File: src/rtl/vec_pkg.sv
`default_nettype none

package vec_pkg;

    ////////////////////
    // Geometry

    // Lanes per vector
    localparam int LANES = 40;

    // Lanes per output beat, must divide LANES
    localparam int OUT_WIDTH = 8;

    // Output beats per vector
    localparam int OUT_BEATS = LANES / OUT_WIDTH;

    ////////////////////
    // Data types

    // Signed 16-bit fixed-point lane
    typedef logic signed [15:0] lane_t;

    // Activation opcodes
    typedef enum logic [1:0] {
        ACT_PASS       = 2'd0,
        ACT_RELU       = 2'd1,
        ACT_SCALE      = 2'd2,
        ACT_SCALE_RELU = 2'd3
    } act_op_e;

    // Per-vector activation config, 14 bits
    typedef struct packed {
        act_op_e            op;
        logic signed [7:0]  scale;
        logic        [3:0]  shift;
    } act_cfg_t;

    // Full vector, lane 0 is the first word received
    typedef struct packed {
        lane_t [LANES-1:0] lanes;
        act_cfg_t          cfg;
    } vec_t;

endpackage

`default_nettype wire

File: src/rtl/reshape_input.sv
`timescale 1ns/1ns
`default_nettype none

module reshape_input (
    input  logic              clk,
    input  logic              reset,

    input  vec_pkg::lane_t    in_word,
    input  vec_pkg::act_cfg_t in_cfg,
    input  logic              in_valid,
    output logic              in_ready,

    output vec_pkg::vec_t     gather_vec,
    output logic              gather_valid,
    input  logic              gather_ready
);
    import vec_pkg::*;

    logic [5:0]        lane_cnt;
    logic              full;
    lane_t [LANES-1:0] lanes_q;
    act_cfg_t          cfg_q;
    logic              accept;
    logic              last_word;
    logic              hand_off;

    // Stall the input while a complete vector waits downstream
    assign in_ready  = !full;
    assign accept    = in_valid && in_ready;
    assign last_word = (lane_cnt == 6'(LANES - 1));
    assign hand_off  = gather_valid && gather_ready;

    assign gather_valid     = full;
    assign gather_vec.lanes = lanes_q;
    assign gather_vec.cfg   = cfg_q;

    ////////////////////
    // Control

    always_ff @(posedge clk or posedge reset) begin
        if (reset) begin
            lane_cnt <= 6'd0;
            full     <= 1'b0;
        end else if (hand_off) begin
            lane_cnt <= 6'd0;
            full     <= 1'b0;
        end else if (accept) begin
            if (last_word) begin
                // Counter holds at the last lane until hand-off
                full <= 1'b1;
            end else begin
                lane_cnt <= lane_cnt + 6'd1;
            end
        end
    end

    ////////////////////
    // Payload

    always_ff @(posedge clk) begin
        if (accept) begin
            lanes_q[lane_cnt] <= in_word;
            // Config only counts on the closing word
            if (last_word) begin
                cfg_q <= in_cfg;
            end
        end
    end

endmodule

`default_nettype wire

File: config.mk
export PLATFORM = sky130hd
export DESIGN_NAME = reshape_input
export DESIGN_NICKNAME = d
export VERILOG_FILES = /design/src/rtl/vec_pkg.sv /design/src/rtl/reshape_input.sv
export SDC_FILE = /design/constraint.sdc
export NUM_CORES = 1
export LEC_CHECK = 0
export BUFFER_PORTS_ARGS = -buffer_cell sky130_fd_sc_hd__buf_4
export CAP_MARGIN = 20
export CORE_AREA = 5 5 262 264
export CTS_CLUSTER_DIAMETER = 40
export DETAILED_ROUTE_END_ITERATION = 6
export DIE_AREA = 0 0 267 269
export PLACE_DENSITY_LB_ADDON = 0.15
export SYNTH_ARGS = -nofsm -noshare
export SYNTH_HDL_FRONTEND = slang
export SYNTH_SLANG_ARGS = --single-unit
File: constraint.sdc
create_clock -name clk -period 2.57 [get_ports clk]
set_input_delay 0.257 -clock clk [delete_from_list [all_inputs] [get_ports clk]]
set_output_delay 0.257 -clock clk [all_outputs]
set_load 0.005 [all_outputs]
-- Word level (Yosys, flattened, before mapping)
Index checks and enable logic that the tools add are counted.
W data, S select, Z words.
- flip-flop bits (word level): 661
- output and inout bits: 656
- word-level logic and storage cells: 68
- add/sub/neg operators: 1
- order comparisons: 2
- equal/unequal tests: 2
- mux-type cells: 9
- reductions and logical operators: 9
- operators with widths (kind ; number):
    $bwmux W640 ; 1
    $demux W16 S6 ; 1
    $mux W6 ; 3
    $mux W16 ; 1
    $lt A6 B7 Y1 const B ; 1
    $add A6 B1 Y6 const B ; 1
    $eq A6 B6 Y1 const B ; 1
    $ge A6 B1 Y1 const B ; 1
    $reduce_and A2 Y1 ; 3
    $reduce_bool A2 Y1 ; 2
    $logic_and A1 B1 Y1 ; 3
    $mux W1 ; 3
    $ne A2 B1 Y1 const B ; 1
    $logic_not A1 Y1 ; 1

-- Longest topological paths before layout
Gate-level depths: netlist (run 1).
- depth in word-level cells: 5
- gate-level depth with buffers: 5

-- Worst setup path before layout (run 1)
No wires, ideal clock.
- path type: register to register
- start point: register, netlist name lane_cnt[3]
- end point: register lanes_q, in the netlist gather_vec[14], enable pin
- data arrival time: 2.172 ns
- required time: 2.161 ns
- slack: -0.012 ns
- stages on the path, launching flop included: 5
- buffers on the path: 1
- clock period less this slack: 2.582 ns
- cells stage by stage: dfrtp_1 clkbuf_1 nor4b_1 nand2_1 nor3_1
- RTL lines (element ; RTL line ; text):
    to (signal, indexed assignment) ; reshape_input.sv:62 ; lanes_q[lane_cnt] <= in_word;
    to (decl) ; reshape_input.sv:21 ; lane_t [LANES-1:0] lanes_q;

==> results of run 1 <==
## registers in the layout, summed over array words and instances (netlist names)
register      flops
lane_cnt          6
gather_vec      654
gather_valid      1
## power by group through the flow
stage / Sequential [mW] / Combinational (mW) / Clock [mW]
6_report: 12.7 / 1.79 / 13.1
3_5_place_dp: 12.9 / 1.83 / 0
4_1_cts: 12.7 / 1.85 / 13.3
2_1_floorplan: 12.8 / 0.554 / 0
3_3_place_gp: 12.9 / 1.81 / 0
5_1_grt: 12.7 / 1.94 / 13.8
## worst max path at each step
stage,start,end,slack (ns),depth (start not counted)
after floorplan,lane_cnt[3],gather_vec[206],0.14,4
after global placement,lane_cnt[3],gather_vec[353],0.53,3
after detailed placement,lane_cnt[3],gather_vec[356],0.52,3
after CTS,lane_cnt[3],gather_vec[350],0.51,3
after global routing,lane_cnt[0],gather_vec[350],0.43,4
final,lane_cnt[3],gather_vec[350],0.55,3
## what timing repair did
item                                   CTS  global route
endpoints found under the hold margin   23             0
hold buffers                            17             0
gates resized for setup                  0             0
setup endpoints to repair                0             0
## tightest hold or removal path: stages
cell           delay (ns)
dlygate4sd3_1        0.57
buf_4                0.14
inv_1                0.25
## area by class of cell
class                      instances  area share, %
clock inverter                    68          2.707
multi-input combinational         94          1.864
tap                              873          3.591
clock buffer                     107          7.964
timing repair buffer             750          18.65
sequential                       661          65.14
antenna                            5        0.04114
inverter                           3        0.03702
## per-stage QoR
step / total power, mW / cells / area (um^2) / utilization, %
floorplan: 13.35 / 764 / 20360 / -
CTS: 27.86 / 2556 / 30400 / 45.84
finish: 27.53 / 2561 / 30420 / 45.86
detailed placement: 14.72 / 2364 / 26990 / 40.69
global route: 28.49 / 2557 / 30410 / 45.84
global placement: 14.70 / 2364 / 26990 / 40.69
## cell families (layout without fill, tap and decap cells)
logic type      count (synthesis)  after routing
compound gates                 10             10
fa+ha+maj                       1              1
buf+inv                         9            928
flops                         661            661
mux                             2              2
other cells                     0              5
simple gates                   81             81
## layer usage
metal  global-route usage (%)  vias up  share of wire [%]
li1                         -     4801                  -
met1                    21.33     5881                 36
met2                    33.71      583                 53
met3                    6.287       93                8.9
met4                    5.897        2                2.3
met5                        0        -              0.018
## cells in the final DEF (no fill, tap or decap), types with 6 or more instances in the layout
cell type      count
nand2_1           12
dlygate4sd3_1     17
clkbuf_16         95
nor2_2            15
clkbuf_1          12
nand3_1            6
clkinv_2          13
inv_6             11
nor2_1            24
edfxtp_1         654
clkinv_4          10
bufinv_16         12
buf_4            733
clkinvlp_4        10
dfrtp_1            7
==> reports/summary.txt, run 1 <==
Drt total wl = 71,130 um
I/O Pins = 690
Critical Path RT = 2.88 ns
P&R area growth vs syn = 49.45%
FF-to-FF path depth = 3
Synth area leaders = edfxtp_1 (96%), dfrtp_1 (0.86%), nor2_1 (0.72%)
Initial Utilization = 30.68%
Final-report max-slew violation count = 0
Clk pwr share = 47.4%
XOR/XNOR share of the synthesized area = 0%
Hpwl dp = 44,830 um
Die area = 0.07182 mm^2
I/O Buffers = 689
Initial antenna violation count = 4
CTS HTree Levels = 3
Routed Antenna Nets = 0
CTS tree = built
Clock Sinks = 661
DR pass1 iterations = 5
Crit path capture type = flop
R2R Setup Slk = 0.55 ns
1st-iter DRT viols = 1,070
Max-cap check violation count = 0
Slowest cell on the critical path = or3b_1
Clock Pin Slew Worst Setup and Hold Paths = 0.06 ns
Final hold slack = 0.1993 ns
CTS buffer count = 94
Dpl ws = 0.5211 ns
Number of synthesized register bits = 661
Die height = 269 um
Area share of fa/ha/maj cells after synthesis = 0.06148%
Yosys warns = 0
CP peak stage delay = 0.70 ns
Cell area after synthesis = 0.02035 mm^2
Drt wl/cell = 27.77 um
Status = finished, final reports clean
Crit path max fanout = 16
Maximum vdd drop = 603.1 uV
Leakage = 11.34 nW
RSZ-0062 raised after global routing = false
Post-synthesis async set-or-reset flop share = 1.059%
Min Tclk post-route = 2.022 ns
Area of the multi-input gates = 566.8 um^2
Post-CTS Setup Repair Bufs = 0
Total GRT Usage = 18.79%
Fin crit share = 78.67%
Root Buffer = clkbuf_16
Worst setup margin = 0.5481 ns
RR Endpoint = gather_vec[350]
Setup violators final = 0
Max_slew headroom = 47.01%
Most used DFF post-synth = edfxtp_1
RR Startpoint = lane_cnt[3]
Comb pwr share = 6.5%
Sequential-to-total area share from yosys stat = 97.36%
Syn Inst Count = 764
Nets = 1,639
Most frequent cell after synthesis = edfxtp_1
Register area = 0.01981 mm^2
Top delay family on crit path = simple AND/OR/NAND/NOR gates
Via-to-Cell Ratio = 4.436
Core ar. = 0.06633 mm^2
Multiplexer share of the synthesized area = 0.09836%
Critical Path AT = 2.33 ns
P_int = 21.17 mW
Area leader, netlist = edfxtp_1
Switching power total = 6.357 mW
Fmax = 494.6 MHz
EDFF count, synth = 654
Layout cells sized above 1 = 54.31%
Filler Cell Count = 5,690
# DRC = 0
# rows = 95
Largest net degree at the start of global routing = 41
First-pass GRT wire length = 94,220 um
Sequential power share = 46.0%
Skew final = 0.02523 ns
Syn nets = 799
Cell Chain, Critical Path = or3b_1, nor2_1, buf_4
PwrDens = 905.1 mW/mm^2
Clock Tree Buf Depth = 3
Gr ovfl total = 0
Syn_area_per_cell = 26.64 um^2
Via count = 11,360
Synth top cells by count = edfxtp_1 (654), nor2_1 (39), nand2_1 (12), dfrtp_1 (7), nand3_1 (6)
Worst-Skew Late Latency = 0.64 ns
Post-synthesis compound-gate area fraction = 0.3258%
Largest family of logic cells by synthesized area = simple AND/OR/NAND/NOR gates
Buf/Inv on CP = 1
Vias in the first global route = 11,690
Final TNS setup = 0 ns
Final Wtd Congestion = 0.7940
WS Path Type = reg -> reg
Chip width = 267 um
Synth top area share = 96.50%
Simple-Gate Fraction of Synth Area = 1.986%
Sw frac = 23.09%
Hold Vio Cnt, Final = 0
Worst Hold Class = in -> async
Unique cell type count in the Yosys netlist = 31
Startpoint Class = flop
Worst Max-Slew Pin Slew = 0.7948 ns
No activity file was read; power rests on OpenSTA's default activity.
==> run 2: changes to the inputs <==
==> constraint.sdc (replaced) <==
create_clock -name clk -period 1.8 [get_ports clk]
set_input_delay 0.18 -clock clk [delete_from_list [all_inputs] [get_ports clk]]
set_output_delay 0.18 -clock clk [all_outputs]
set_load 0.005 [all_outputs]
==> run 2 against run 1 <==
Non-clock buffer count increased by 48. Critical path depth rose by 2. Register-to-register slack worse by 0.54 ns. Largest power group unchanged. Largest cell class unchanged. Highest routed layer is now met4. Fmax grew 13%. Sequential power grew 42%. Sequential cell count did not move. Cell count rose by 1.9%.
==> reports/summary.txt, run 2 (synthesis results as in run 1) <==
Drt total wl = 72,080 um
RSZ-0062 raised after global routing = true
Hpwl dp = 47,140 um
CP startpoint = lane_cnt[3]
Worst hold start = in_word[5]
Initial antenna violation count = 4
WS Path Type = reg -> reg
Commonest non-fill, non-tap cell in the layout = buf_4
Comb pwr share = 8.8%
Routed Antenna Nets = 0
Status = finished, final reports clean
Layout cells sized above 1 = 56.89%
Leakage = 11.80 nW
Worst setup margin = 0.01224 ns
Critical Path AT = 2.12 ns
# DRC = 0
Gr ovfl total = 0
Pwr Total = 40.08 mW
CTS buffer count = 96
Switching power total = 9.717 mW
FF-to-FF path depth = 5
Cells on Worst Hold Path = 1
1st-iter DRT viols = 920
Chip width = 267 um
Min Tclk post-route = 1.788 ns
Design Area, Final = 0.03180 mm^2
Clk pwr share = 46.3%
Max-cap check violation count = 0
Placed instance area = 0.02814 mm^2
Clock Tree Buf Depth = 3
Maximum vdd drop = 884.4 uV
CTS HTree Levels = 3
Via count = 11,640
Startpoint Class = flop
# rows = 95
RR Startpoint = lane_cnt[3]
Register area = 0.01982 mm^2
Drt wl/cell = 27.62 um
Final Wtd Congestion = 0.7752
RR Endpoint = gather_vec[306]
Clock Sinks = 661
Largest net degree at the start of global routing = 41
Worst Max-Slew Pin Slew = 0.4627 ns
Initial Utilization = 30.68%
Crit path max fanout = 8
Root Buffer = clkbuf_16
Skew final = 0.02911 ns
Fin crit share = 99.32%
Fmax = 559.4 MHz
Critical Path RT = 2.13 ns
Sw frac = 24.24%
Final-report max-slew violation count = 0
Clock Pin Slew Worst Setup and Hold Paths = 0.06 ns
Worst Hold Class = in -> reg
Die height = 269 um
Nets = 1,689
Worst-Skew Late Latency = 0.65 ns
P_int = 30.36 mW
CTS tree = built
First-pass GRT wire length = 95,320 um
DR pass1 iterations = 5
Max_slew headroom = 69.15%
Largest register FFs = 654
R2R Setup Slk = 0.01 ns
Setup violators final = 0
Hold Crit Endpoint = gather_vec[451]
Via-to-Cell Ratio = 4.458
Die area = 0.07182 mm^2
PwrDens = 1260 mW/mm^2
Area of the multi-input gates = 762.0 um^2
Hold Vio Cnt, Final = 0
P&R area growth vs syn = 56.23%
Vias in the first global route = 11,960
Total GRT Usage = 19.04%
Filler Cell Count = 5,566
Crit path capture type = flop
I/O Pins = 690
Core ar. = 0.06633 mm^2
Dpl ws = -0.07237 ns
Most frequent cells in the layout = buf_4 (706), edfxtp_1 (654), clkbuf_16 (99), buf_12 (60), dlygate4sd3_1 (26)
I/O Buffers = 689
Sequential power share = 44.9%
==> run 2: changes by cell type in the layout (fill, tap and decap cells not counted), moves of 5 or more <==
cell	delta
nor2_1	-20
buf_4	-27
clkbuf_1	-5
bufinv_16	-5
nor2_4	+18
inv_8	+6
dlygate4sd3_1	+9
buf_12	+60
clkinv_1	+6
inv_6	+6
clkinv_2	-9
==> run 2: metrics by stage <==
step	setup TNS, ns	hold slack (ns)	utilization, %	instances
after floorplan	-59.54	-0.01660	-	764
after global placement	-5.626	0.1549	42.43	2400
after detailed placement	-1.945	0.1672	42.43	2400
after CTS	0	0.002596	47.74	2605
after global routing	-0.3127	0.02193	47.94	2609
final	0	0.03902	47.94	2610
==> run 2: power by group through the flow <==
stage	logic [mW]	registers (mW)	clock network, mW
finish	3.51	18.0	18.6
global route	3.75	18.1	19.7
CTS	3.45	18.0	18.9
detailed placement	3.38	18.3	0
global placement	3.36	18.3	0
floorplan	1.02	18.3	0
==> run 2: layout make-up <==
type | instances | area share, %
timing repair buffer | 798 | 21.56
sequential | 661 | 62.33
tap | 873 | 3.435
clock inverter | 75 | 2.507
inverter | 3 | 0.03541
multi-input combinational | 94 | 2.396
clock buffer | 104 | 7.717
antenna | 2 | 0.01574
==> run 2: worst max-delay path: stages, from the launching register on <==
cell,delay (ns)
dfrtp_2,0.45
buf_6,0.13
or3b_4,0.37
buf_12,0.17
nor2_4,0.19
buf_12,0.16
==> run 2: how the worst max path moves through the flow <==
stage                            endpoint  slack [ns]  depth (start not counted)
after CTS                 gather_vec[139]        0.03                          6
after global routing         gather_valid       -0.05                          6
after global placement     gather_vec[16]       -0.15                          5
final                     gather_vec[306]        0.01                          5
after detailed placement   gather_vec[24]       -0.07                          5
after floorplan           gather_vec[398]       -0.24                          4
==> run 2: timing repair <==
item,CTS,global route
gates resized for setup,3,20
hold buffers,26,0
buffers inserted,0,1
pin swaps,0,3
endpoints found under the setup margin,80,296
gates cloned,0,2
hold endpoints to repair,127,0
==> run 2: layer usage <==
metal  GRT usage [%]  vias to the layer above  wire (um)
li1                -                     4903          -
met1           22.70                     5994      26340
met2           32.87                      638      37130
met3           6.652                      100       6998
met4           5.634                        0       1621
met5               0                        -          0
